<file path="config.mk">
export PLATFORM = sky130hd
export DESIGN_NAME = commit_tracer
export DESIGN_NICKNAME = d
export VERILOG_FILES = /design/src/hw/core_if_pkg.sv /design/src/hw/trace_pkg.sv /design/src/hw/decode_delay_line.sv /design/src/hw/commit_fifo.sv /design/src/hw/retire_fsm.sv /design/src/hw/retire_counters.sv /design/src/hw/commit_tracer.sv
export VERILOG_INCLUDE_DIRS = /design/src /design/src/hw
export SDC_FILE = /design/constraint.sdc
export NUM_CORES = 2
export LEC_CHECK = 0
export BUFFER_PORTS_ARGS = -buffer_cell sky130_fd_sc_hd__buf_2
export CAP_MARGIN = 20
export CELL_PAD_IN_SITES_DETAIL_PLACEMENT = 1
export CELL_PAD_IN_SITES_GLOBAL_PLACEMENT = 1
export CORE_ASPECT_RATIO = 1.1
export CORE_MARGIN = 1
export CORE_UTILIZATION = 47
export CTS_CLUSTER_DIAMETER = 100
export DETAILED_ROUTE_END_ITERATION = 12
export HOLD_SLACK_MARGIN = 0.05
export PLACE_DENSITY = 0.7
export REMOVE_ABC_BUFFERS = 1
export SETUP_SLACK_MARGIN = 0.4
export SLEW_MARGIN = 20
export SYNTH_ARGS = -nofsm -noshare
export SYNTH_HDL_FRONTEND = slang
export SYNTH_SLANG_ARGS = --single-unit
</file>
<file path="constraint.sdc">
create_clock -name clk_i -period 44.8 [get_ports clk_i]
set_clock_uncertainty 0.15 [all_clocks]
set_input_delay 6.72 -clock clk_i [delete_from_list [all_inputs] [get_ports clk_i]]
set_output_delay 6.72 -clock clk_i [all_outputs]
set_load 0.01 [all_outputs]
</file>
<file path="src/hw/commit_tracer_consts.svh">
`ifndef COMMIT_TRACER_CONSTS_SVH
`define COMMIT_TRACER_CONSTS_SVH

// ========================================
// Core interface widths
// ========================================

`define VADDR_W 39     // Sv39 virtual address
`define INSTR_W 32
`define DWORD_W 64     // Register data and interrupt cause
`define REG_ADDR_W 5   // Integer register file index

// ========================================
// Tracer timing and sizing
// ========================================

// Decode info runs ahead of commit by this many cycles
`define DECODE_DELAY 3

`define FIFO_DEPTH 8
`define FIFO_PTR_W 3   // Must cover FIFO_DEPTH entries

// Longest wait for a write-back before the record is forced out
`define WB_TIMEOUT 16

`define CNT_W 32       // Retired counter and wait timer

`endif

</file>
<file path="src/hw/core_if_pkg.sv">
`default_nettype none

`include "commit_tracer_consts.svh"

package core_if_pkg;

  // ========================================
  // Plain vectors seen on the core side
  // ========================================

  typedef logic [`VADDR_W-1:0] vaddr_t;
  typedef logic [`INSTR_W-1:0] instr_t;
  typedef logic [`DWORD_W-1:0] dword_t;       // Register data or interrupt cause
  typedef logic [`REG_ADDR_W-1:0] reg_addr_t;

  // Subset of the back-end decode word that the tracer looks at
  typedef struct packed {
    logic irf_w_v;                            // Writes an integer register
    logic long_v;                             // Goes down the long-latency pipe
  } decode_s;

  // One FIFO word, captured on a commit or an interrupt
  typedef struct packed {
    logic   commit_v;
    vaddr_t pc;
    instr_t instr;
    logic   wb_v;                             // Record must wait for write-back data
    logic   interrupt_v;
    dword_t cause;
  } commit_entry_s;

endpackage

`default_nettype wire

</file>
<file path="src/hw/trace_pkg.sv">
`default_nettype none

package trace_pkg;

  typedef enum logic [0:0] {
    e_step,                                   // Instruction retired
    e_trap                                    // Interrupt taken
  } rec_kind_e;

  // Record handed to the checker or logger
  typedef struct packed {
    rec_kind_e           kind;
    core_if_pkg::vaddr_t pc;
    core_if_pkg::instr_t instr;
    core_if_pkg::dword_t wdata;               // Zero when nothing was written back
    core_if_pkg::dword_t cause;               // Only meaningful for traps
    logic                timeout;             // Write-back never showed up
  } retire_rec_s;

  // Retirement FSM
  typedef enum logic [0:0] {
    e_idle,
    e_wait_wb
  } retire_state_e;

endpackage

`default_nettype wire

</file>
<file path="src/hw/decode_delay_line.sv">
`default_nettype none

`include "commit_tracer_consts.svh"

module decode_delay_line (
  input  wire                  clk_i,
  input  wire                  arst_n_i,
  input  core_if_pkg::decode_s decode_i,
  output core_if_pkg::decode_s decode_o
);

  // Stage 0 is the youngest
  core_if_pkg::decode_s stage_r [`DECODE_DELAY];

  always_ff @(posedge clk_i or negedge arst_n_i) begin
    if (!arst_n_i) begin
      for (int i = 0; i < `DECODE_DELAY; i++) begin
        stage_r[i] <= '0;
      end
    end else begin
      stage_r[0] <= decode_i;
      for (int i = 1; i < `DECODE_DELAY; i++) begin
        stage_r[i] <= stage_r[i-1];
      end
    end
  end

  // Lines up with the commit of the same instruction
  assign decode_o = stage_r[`DECODE_DELAY-1];

endmodule

`default_nettype wire

</file>
<file path="src/hw/commit_fifo.sv">
`default_nettype none

`include "commit_tracer_consts.svh"

module commit_fifo (
  input  wire                        clk_i,
  input  wire                        arst_n_i,
  input  wire                        push_i,
  input  core_if_pkg::commit_entry_s entry_i,
  input  wire                        pop_i,
  output core_if_pkg::commit_entry_s head_o,
  output logic                       head_v_o,
  output logic                       overflow_o
);

  typedef logic [`FIFO_PTR_W-1:0] ptr_t;
  typedef logic [`FIFO_PTR_W:0] occ_t;       // One extra bit to tell full from empty

  core_if_pkg::commit_entry_s mem [`FIFO_DEPTH];

  ptr_t rd_ptr_r;
  ptr_t wr_ptr_r;
  occ_t occ_r;
  logic full;
  logic do_push;
  logic do_pop;

  assign full     = (occ_r == occ_t'(`FIFO_DEPTH));
  assign head_v_o = (occ_r != '0);

  assign do_pop  = pop_i & head_v_o;
  assign do_push = push_i & (~full | do_pop); // A pop frees the slot in the same cycle

  // ========================================
  // Storage
  // ========================================

  always_ff @(posedge clk_i) begin
    if (do_push) begin
      mem[wr_ptr_r] <= entry_i;
    end
  end

  assign head_o = mem[rd_ptr_r];

  // ========================================
  // Pointers, occupancy and overflow
  // ========================================

  always_ff @(posedge clk_i or negedge arst_n_i) begin
    if (!arst_n_i) begin
      rd_ptr_r   <= '0;
      wr_ptr_r   <= '0;
      occ_r      <= '0;
      overflow_o <= 1'b0;
    end else begin
      if (do_push) begin
        wr_ptr_r <= (wr_ptr_r == ptr_t'(`FIFO_DEPTH - 1)) ? '0 : wr_ptr_r + 1'b1;
      end
      if (do_pop) begin
        rd_ptr_r <= (rd_ptr_r == ptr_t'(`FIFO_DEPTH - 1)) ? '0 : rd_ptr_r + 1'b1;
      end
      case ({do_push, do_pop})
        2'b10:   occ_r <= occ_r + 1'b1;
        2'b01:   occ_r <= occ_r - 1'b1;
        default: occ_r <= occ_r;              // Both or neither leave it unchanged
      endcase
      if (push_i && !do_push) begin
        overflow_o <= 1'b1;                   // Entry lost, stays set until reset
      end
    end
  end

endmodule

`default_nettype wire

</file>
<file path="src/hw/retire_fsm.sv">
`default_nettype none

module retire_fsm (
  input  wire                        clk_i,
  input  wire                        arst_n_i,
  input  core_if_pkg::commit_entry_s head_i,
  input  wire                        head_v_i,
  input  wire                        rd_w_v_i,
  input  core_if_pkg::dword_t        rd_data_i,
  input  wire                        timeout_i,
  output logic                       pop_o,
  output logic                       wait_en_o,
  output logic                       trace_v_o,
  output trace_pkg::retire_rec_s     trace_o
);

  trace_pkg::retire_state_e state_r;
  trace_pkg::retire_state_e state_n;
  trace_pkg::retire_rec_s   rec;
  logic                     is_trap;
  logic                     wb_hit;

  assign is_trap = head_i.interrupt_v;
  assign wb_hit  = ~is_trap & head_i.wb_v & rd_w_v_i;

  // ========================================
  // Next state and pop decision
  // ========================================

  always_comb begin
    state_n = state_r;
    pop_o   = 1'b0;
    case (state_r)
      trace_pkg::e_idle: begin
        if (head_v_i) begin
          if (is_trap || !head_i.wb_v || rd_w_v_i) begin
            pop_o = 1'b1;                     // Retires right away
          end else begin
            state_n = trace_pkg::e_wait_wb;
          end
        end
      end
      trace_pkg::e_wait_wb: begin
        if (rd_w_v_i || timeout_i) begin
          pop_o   = 1'b1;
          state_n = trace_pkg::e_idle;
        end
      end
      default: state_n = trace_pkg::e_idle;
    endcase
  end

  assign wait_en_o = (state_r == trace_pkg::e_wait_wb);

  // Record for the head, only used when it pops
  always_comb begin
    rec.kind    = is_trap ? trace_pkg::e_trap : trace_pkg::e_step;
    rec.pc      = head_i.pc;
    rec.instr   = head_i.instr;
    rec.wdata   = wb_hit ? rd_data_i : '0;
    rec.cause   = is_trap ? head_i.cause : '0;
    rec.timeout = ~is_trap & head_i.wb_v & ~rd_w_v_i; // Can only pop this way on timeout
  end

  always_ff @(posedge clk_i or negedge arst_n_i) begin
    if (!arst_n_i) begin
      state_r   <= trace_pkg::e_idle;
      trace_v_o <= 1'b0;
    end else begin
      state_r   <= state_n;
      trace_v_o <= pop_o;
    end
  end

  always_ff @(posedge clk_i) begin
    if (pop_o) begin
      trace_o <= rec;
    end
  end

endmodule

`default_nettype wire

</file>
<file path="src/hw/retire_counters.sv">
`default_nettype none

`include "commit_tracer_consts.svh"

module retire_counters (
  input  wire                    clk_i,
  input  wire                    arst_n_i,
  input  wire                    wait_en_i,
  input  wire                    trace_v_i,
  input  trace_pkg::retire_rec_s trace_i,
  output logic                   timeout_o,
  output logic [`CNT_W-1:0]      retired_cnt_o
);

  logic [`CNT_W-1:0] wait_cnt_r;

  // ========================================
  // Write-back wait timer
  // ========================================

  always_ff @(posedge clk_i or negedge arst_n_i) begin
    if (!arst_n_i) begin
      wait_cnt_r <= '0;
    end else if (wait_en_i) begin
      wait_cnt_r <= wait_cnt_r + 1'b1;
    end else begin
      wait_cnt_r <= '0;                       // Fresh start for the next wait
    end
  end

  assign timeout_o = (wait_cnt_r == `CNT_W'(`WB_TIMEOUT));

  // Traps are not counted as retired instructions
  always_ff @(posedge clk_i or negedge arst_n_i) begin
    if (!arst_n_i) begin
      retired_cnt_o <= '0;
    end else if (trace_v_i && trace_i.kind == trace_pkg::e_step) begin
      retired_cnt_o <= retired_cnt_o + 1'b1;
    end
  end

endmodule

`default_nettype wire

</file>
<file path="src/hw/commit_tracer.sv">
`default_nettype none

`include "commit_tracer_consts.svh"

module commit_tracer (
  input  wire                    clk_i,
  input  wire                    arst_n_i,
  input  core_if_pkg::decode_s   decode_i,
  input  wire                    commit_v_i,
  input  core_if_pkg::vaddr_t    commit_pc_i,
  input  core_if_pkg::instr_t    commit_instr_i,
  input  wire                    rd_w_v_i,
  input  core_if_pkg::reg_addr_t rd_addr_i,      // Part of the core's port set, not needed here
  input  core_if_pkg::dword_t    rd_data_i,
  input  wire                    interrupt_v_i,
  input  core_if_pkg::dword_t    cause_i,
  output logic                   trace_v_o,
  output trace_pkg::retire_rec_s trace_o,
  output logic [`CNT_W-1:0]      retired_cnt_o,
  output logic                   overflow_o
);

  core_if_pkg::decode_s       aligned_decode;
  core_if_pkg::commit_entry_s entry;
  core_if_pkg::commit_entry_s head;
  logic                       head_v;
  logic                       pop;
  logic                       wait_en;
  logic                       timeout;

  decode_delay_line u_delay (
    .clk_i    (clk_i),
    .arst_n_i (arst_n_i),
    .decode_i (decode_i),
    .decode_o (aligned_decode)
  );

  // ========================================
  // FIFO entry capture
  // ========================================

  assign entry.commit_v    = commit_v_i;
  assign entry.pc          = commit_pc_i;
  assign entry.instr       = commit_instr_i;
  assign entry.wb_v        = aligned_decode.irf_w_v | aligned_decode.long_v;
  assign entry.interrupt_v = interrupt_v_i;
  assign entry.cause       = cause_i;

  commit_fifo u_fifo (
    .clk_i      (clk_i),
    .arst_n_i   (arst_n_i),
    .push_i     (commit_v_i | interrupt_v_i),
    .entry_i    (entry),
    .pop_i      (pop),
    .head_o     (head),
    .head_v_o   (head_v),
    .overflow_o (overflow_o)
  );

  retire_fsm u_fsm (
    .clk_i     (clk_i),
    .arst_n_i  (arst_n_i),
    .head_i    (head),
    .head_v_i  (head_v),
    .rd_w_v_i  (rd_w_v_i),
    .rd_data_i (rd_data_i),
    .timeout_i (timeout),
    .pop_o     (pop),
    .wait_en_o (wait_en),
    .trace_v_o (trace_v_o),
    .trace_o   (trace_o)
  );

  retire_counters u_cnt (
    .clk_i         (clk_i),
    .arst_n_i      (arst_n_i),
    .wait_en_i     (wait_en),
    .trace_v_i     (trace_v_o),
    .trace_i       (trace_o),
    .timeout_o     (timeout),
    .retired_cnt_o (retired_cnt_o)
  );

endmodule

`default_nettype wire

</file>
# After elaboration in Yosys (flattened, before gate mapping)
# Memories as Yosys holds them, arrays and structs flattened.
# Index checks and enable logic that the tools add are counted.
dict set report op_classes {
  add_sub_neg 6
  n_eq_ne 6
  n_mux 15
  bitwise 13
  n_reduce_logical 9
}
# operator count
set ops {}
lappend ops {{$add 32x1->32 const B} 2}
lappend ops {{$eq 32x5->1 const B} 1}
lappend ops {{$mux 32} 1}
lappend ops {{$mux 1} 9}
lappend ops {{$pmux 4 s2} 1}
lappend ops {{$add 3x1->3 const B} 2}
lappend ops {{$eq 3x3->1 const B} 2}
lappend ops {{$mux 3} 2}
lappend ops {{$and 1x1->1} 5}
lappend ops {{$not 1->1} 5}
lappend ops {{$add 4x1->4 const B} 1}
lappend ops {{$eq 4x4->1 const B} 1}
lappend ops {{$pmux 1 s2} 2}
lappend ops {{$reduce_bool 4->1} 1}
lappend ops {{$sub 4x1->4 const B} 1}
lappend ops {{$logic_or 1x1->1} 3}
lappend ops {{$or 1x1->1} 3}
lappend ops {{$eq 2x1->1 const B} 1}
lappend ops {{$eq 2x2->1 const B} 1}
lappend ops {{$logic_and 1x1->1} 2}
lappend ops {{$logic_not 1->1} 2}
lappend ops {{$reduce_bool 2->1} 1}
dict set report word_totals {
  ff_bits 284
  mem_bits_rw 1104
  input_bits 211
  output_inout_bits 235
  wordCells 70
  n_memories 1
}
# name words word_bits read_ports rd_ports_with_merged_regs wr line
set memory_table {}
lappend memory_table {u_fifo.mem 8 138 1 0 1 commit_fifo.sv:19} ;# core_if_pkg::commit_entry_s mem [`FIFO_DEPTH];

# Depth between registers and ports, before layout
# An unclocked memory read counts as a cell.
dict set report logic_depth {
  depth_word 12
  ltp_mapped 13
}

# Modules after synthesis
# A second synthesis with hierarchy kept.
dict set report unflattened {
  cells_unflattened 2332
  area_unflattened_um2 52504.1
}
# mod n_inst cells_each area_each_um2
set modules_own_cells {}
lappend modules_own_cells {commit_fifo 1 1671 42124.2}
lappend modules_own_cells {retire_fsm 1 352 7053.0}
lappend modules_own_cells {retire_counters 1 299 3149.3}
lappend modules_own_cells {decode_delay_line 1 8 165.2}
lappend modules_own_cells {commit_tracer 1 2 12.5}

# Worst setup path after synthesis
# Ideal clock, no wire load.
dict set report synth_timing {
  path_kind {input to register}
  startpoint {input port interrupt_v_i}
  endpoint {memory u_fifo.mem[2][0] in the netlist's numbering, enable pin}
  arrival_ns 20.107
  slack_ns 23.571
  cell_stages 4
  path_buffers 1
  path_cell_list {nor2_1 -> a31oi_1 -> buf_2 -> nor4bb_1}
}
dict set report synth_between {
  elab_chain_len 4
}
# element line
set synth_lines {}
lappend synth_lines {{from (decl)} commit_tracer.sv:15} ;# input wire interrupt_v_i,
lappend synth_lines {{$or 1x1->1} commit_tracer.sv:52} ;# .push_i (commit_v_i | interrupt_v_i),
lappend synth_lines {{$and 1x1->1} commit_fifo.sv:32} ;# assign do_push = push_i & (~full | do_pop);
lappend synth_lines {{$mux 1} commit_fifo.sv:39} ;# if (do_push) begin
lappend synth_lines {{$mux 1 (implied by the code)} commit_fifo.sv:40} ;# mem[wr_ptr_r] <= entry_i;
lappend synth_lines {{to (decl)} commit_fifo.sv:19}
# Every way passes these cells.

# Worst setup path in the final report
dict set report layout_timing {
  startpoint {input port interrupt_v_i}
  endpoint {memory u_fifo.mem[3][26] in the netlist's numbering, enable pin}
}
# The elaborated chain is that of the path after synthesis.

==> flow_metrics.env <==
export IMPL_status="finished, final reports clean"
export IMPL_synth_xor_area_share_pct=0.9671
export IMPL_netlist_area_mm2=0.05162
export IMPL_start_kind="primary input"
export IMPL_grt_antenna_before_repair=34
export IMPL_synth_fa_ha_area_share_pct=0.2569
export IMPL_synth_simple_gate_area_share_pct=3.122
export IMPL_timing_final_crit_period_ps=9583
export IMPL_first_pass_grt_wire_length_um=172900
export IMPL_timing_worst_slew_pin_value_ps=1215
export IMPL_vias_in_the_first_global_route=26689
export IMPL_vdd_drop_max_mv=0.07308
export IMPL_hpwlAfterDp_um=64650
export IMPL_die_area_mm2=0.1112
export IMPL_design_power_total_mw=4.235
export IMPL_placement_rows=127
export IMPL_worstHoldPathType="reg2reg"
export IMPL_final_max_slew_viol_count=0
export IMPL_rr_worst_depth=9
export IMPL_gp_routability_congestion=0.8595
export IMPL_layout_commonest_cell="sky130_fd_sc_hd__edfxtp_1"
export IMPL_cell_by_cell_listing_of_the_critical_path="buf_2 -> nor2_1 -> a31oi_2 -> and4b_4 -> buf_4 -> buf_4"
export IMPL_synth_top_area_share_pct=75.45
export IMPL_post_route_cells_drive_above_1_share_pct=35.44
export IMPL_synth_mux_area_share_pct=15.00
export IMPL_setup_tns_ps=0
export IMPL_worst_path_stages=6
export IMPL_cts_tree="done"
export IMPL_path_common_cell="sky130_fd_sc_hd__buf_4"
export IMPL_cp_data_required_time_ps=45040
export IMPL_synthTopCellsByArea="sky130_fd_sc_hd__edfxtp_1 (75%), sky130_fd_sc_hd__mux4_2 (12%), sky130_fd_sc_hd__dfrtp_1 (4.0%)"
export IMPL_r2r_start="u_fifo.rd_ptr_r[0]$_DFFE_PN0P_"
export IMPL_finalHoldViolations=0
export IMPL_timing_rr_end="u_fifo.mem[3][26]$_DFFE_PP_"
export IMPL_synth_compound_area_share_pct=0.3539
export IMPL_path_delay_family="buffers and inverters"
export IMPL_worstPathMaxFanout=50
export IMPL_cts_root_buffer_cell="sky130_fd_sc_hd__clkbuf_16"
export IMPL_ctsHtreeMaxLevel=4
export IMPL_drc=0
export IMPL_synthCells=2311
export IMPL_worst_path_max_delay_cell="sky130_fd_sc_hd__buf_4"
export IMPL_critical_path_max_stage_delay_ps=820
export IMPL_mostFrequentLayoutCells="sky130_fd_sc_hd__edfxtp_1 (1297), sky130_fd_sc_hd__buf_2 (439), sky130_fd_sc_hd__mux4_2 (274)"
export IMPL_via_count_normalized_by_instance_count=5.586
export IMPL_pwr_density_cell_mw_per_mm2=70.46
export IMPL_pin_count_of_the_biggest_net_entering_global_routing=163
export IMPL_cts_hold_buf=0
export IMPL_final_period_utilization_pct=21.39
export IMPL_num_io_pins=446
export IMPL_timing_final_setup_violations=0
export IMPL_biggest_area_consumer_among_synthesized_cells="sky130_fd_sc_hd__edfxtp_1"
export IMPL_timing_max_slew_rel_slack_pct=18.98
export IMPL_cts_buffer_count=143
export IMPL_reg2reg_slack_ps=38560
export IMPL_yosysWarnings=0
export IMPL_setup_worst_path_start="interrupt_v_i"
export IMPL_postSynthAreaPerCell_um2=22.34
export IMPL_detailedRoute_firstPassIterationCount=5
export IMPL_die_height_um=349.6
export IMPL_nets=3059
export IMPL_power_leakage_nw=20.93
export IMPL_flow_area_growth_from_synthesis_pct=16.44
export IMPL_seq_area_frac_synth_pct=79.47
export IMPL_core_area_mm2=0.1090
export IMPL_post_cts_resized=0
export IMPL_routed_wire_length_per_instance_um=26.56
export IMPL_drtIter0Drc=1477
export IMPL_post_cts_setup_buffers=0
export IMPL_endpoint_kind="register"
export IMPL_min_delay_start="u_delay.stage_r[2]$_DFF_PN0_"
export IMPL_ant_nets=0
export IMPL_asr_flop_ratio_synth_pct=6.014
export IMPL_worst_path_buf_inv=3
export IMPL_count_of_flip_flops_with_a_built_in_enable_after_synthesis=1297
export IMPL_clock_insertion_delay_worst_skew_ps=770
export IMPL_ys_seq_elements=1380
export IMPL_worst_setup_path_type="in2reg"
export IMPL_clk_transition_reported_paths_ps=60
export IMPL_synthDistinctLibCells=51
export IMPL_route_final_wire_length_um=116200
export IMPL_max_cap_violations=0
export IMPL_maximum_count_of_clock_buffers_along_a_single_path=3
export IMPL_worst_endpoint_arrival_ps=9830
export IMPL_setup_worst_path_end="u_fifo.mem[3][26]$_DFFE_PP_"
export IMPL_combinational_family_with_the_most_area_after_synthesis="multiplexers"
export IMPL_clock_sinks=1380
export IMPL_placed_cell_area_mm2=0.05561
export IMPL_start_util_pct=47.35
export IMPL_layout_cell_area_non_filler_mm2=0.06011
export IMPL_fmaxAchievable_mhz=104.4
export IMPL_rsz0062_at_grt="no"
export IMPL_grt_usage_pct=21.16
export IMPL_layout_filler_cells=9533
export IMPL_postSynth_topFlopCell="sky130_fd_sc_hd__edfxtp_1"
export IMPL_num_vias=24440
export IMPL_port_buffers=440
export IMPL_die_w_um=318.0
export IMPL_globalRouteOverflowTotal=0
## registers in the layout (all words and copies together), names as in the netlist, 2 cells and up
name,count
u_cnt.wait_cnt_r,32
u_fifo.rd_ptr_r,3
u_delay.decode_o,2
u_fifo.wr_ptr_r,3
u_fifo.mem,1096
u_fifo.occ_r,4
u_delay.stage_r,4
u_cnt.retired_cnt_o,32
u_fsm.trace_o,201
## synth_stat cells, drive strengths merged (3+ instances only)
cell type and n:
inv 11, nor4 7, xnor2 31, nand2 28, nor2 110, edfxtp 1297
xor2 26, and4 7, nand3 15, or2 4, a221o 3, o21ai 9
and3 16, or3 7, clkbuf 67, mux4 274, dfrtp 83, and2 70
ha 9, and4b 4, a21oi 9, nor2b 3, mux2 80, mux2i 66
nand2b 3, buf 31, nand4 12, nor3 12, nor4b 3
## cell families (layout without fill, tap and decap cells)
group,Yosys count,count (layout)
muxes,420,420
AOI/OAI and AO/OA,28,28
other,0,7
and+or+nand+nor,307,307
adders and majority gates,10,10
DFF,1380,1380
buffers and inverters,109,747
xor gates and xnor gates,57,57
## routing by layer
| layer | vias to the layer above | wire length, um | track usage (%) |
|---|---|---|---|
| met2 | 764 | 57780 | 35.20 |
| met1 | 12891 | 48430 | 27.72 |
| met4 | 32 | 2634 | 6.539 |
| met3 | 228 | 7123 | 5.087 |
| met5 | - | 207 | 0 |
| li1 | 10525 | - | - |
## power by group
part,internal (mW),switching (mW)
Clock,0.647,0.487
Combinational,0.480,0.678
Sequential,1.83,0.116
## worst min path at each step
stage / end / slack [ps] / cells past startpoint
finish: u_delay.decode_o[0]$_DFF_PN0_ / 200 / 0
global route: u_delay.decode_o[0]$_DFF_PN0_ / 210 / 0
CTS: u_delay.stage_r[3]$_DFF_PN0_ / 210 / 0
detailed placement: u_delay.decode_o[1]$_DFF_PN0_ / 190 / 0
global placement: u_delay.decode_o[0]$_DFF_PN0_ / 190 / 0
floorplan: u_delay.decode_o[0]$_DFF_PN0_ / 180 / 0
## area by class of cell
cell class                 instances  area, um^2  area share, %
antenna                            7       17.52        0.02914
tap                             1419        1775          2.954
inverter                          11       41.29        0.06869
multi-input combinational        822       10230          17.01
sequential                      1380       41040          68.27
clock inverter                    75       641.9          1.068
timing repair buffer             480        2542          4.230
clock buffer                     181        3827          6.368
## through the flow
| step | std cells | utilization, % | hold slack, ps | setup WS, ps |
|---|---|---|---|---|
| global placement | 4111 | 51.00 | 190.0 | 34180 |
| detailed placement | 4112 | 51.02 | 186.4 | 34100 |
| global route | 4371 | 55.13 | 214.6 | 35050 |
| floorplan | 2213 | - | 181.2 | 17750 |
| finish | 4375 | 55.14 | 201.9 | 35220 |
| CTS | 4368 | 55.12 | 205.5 | 34950 |
## worst register-to-register path: stages (launching register included)
cell and delay (ps):
sky130_fd_sc_hd__dfrtp_4 1070, sky130_fd_sc_hd__buf_12 710, sky130_fd_sc_hd__mux4_2 470, sky130_fd_sc_hd__mux2i_4 250, sky130_fd_sc_hd__a21oi_2 370, sky130_fd_sc_hd__nor3_4 130, sky130_fd_sc_hd__a31oi_2 580, sky130_fd_sc_hd__and4b_4 660
sky130_fd_sc_hd__buf_4 820, sky130_fd_sc_hd__buf_4 650
Power figures use the tool's default switching activity.
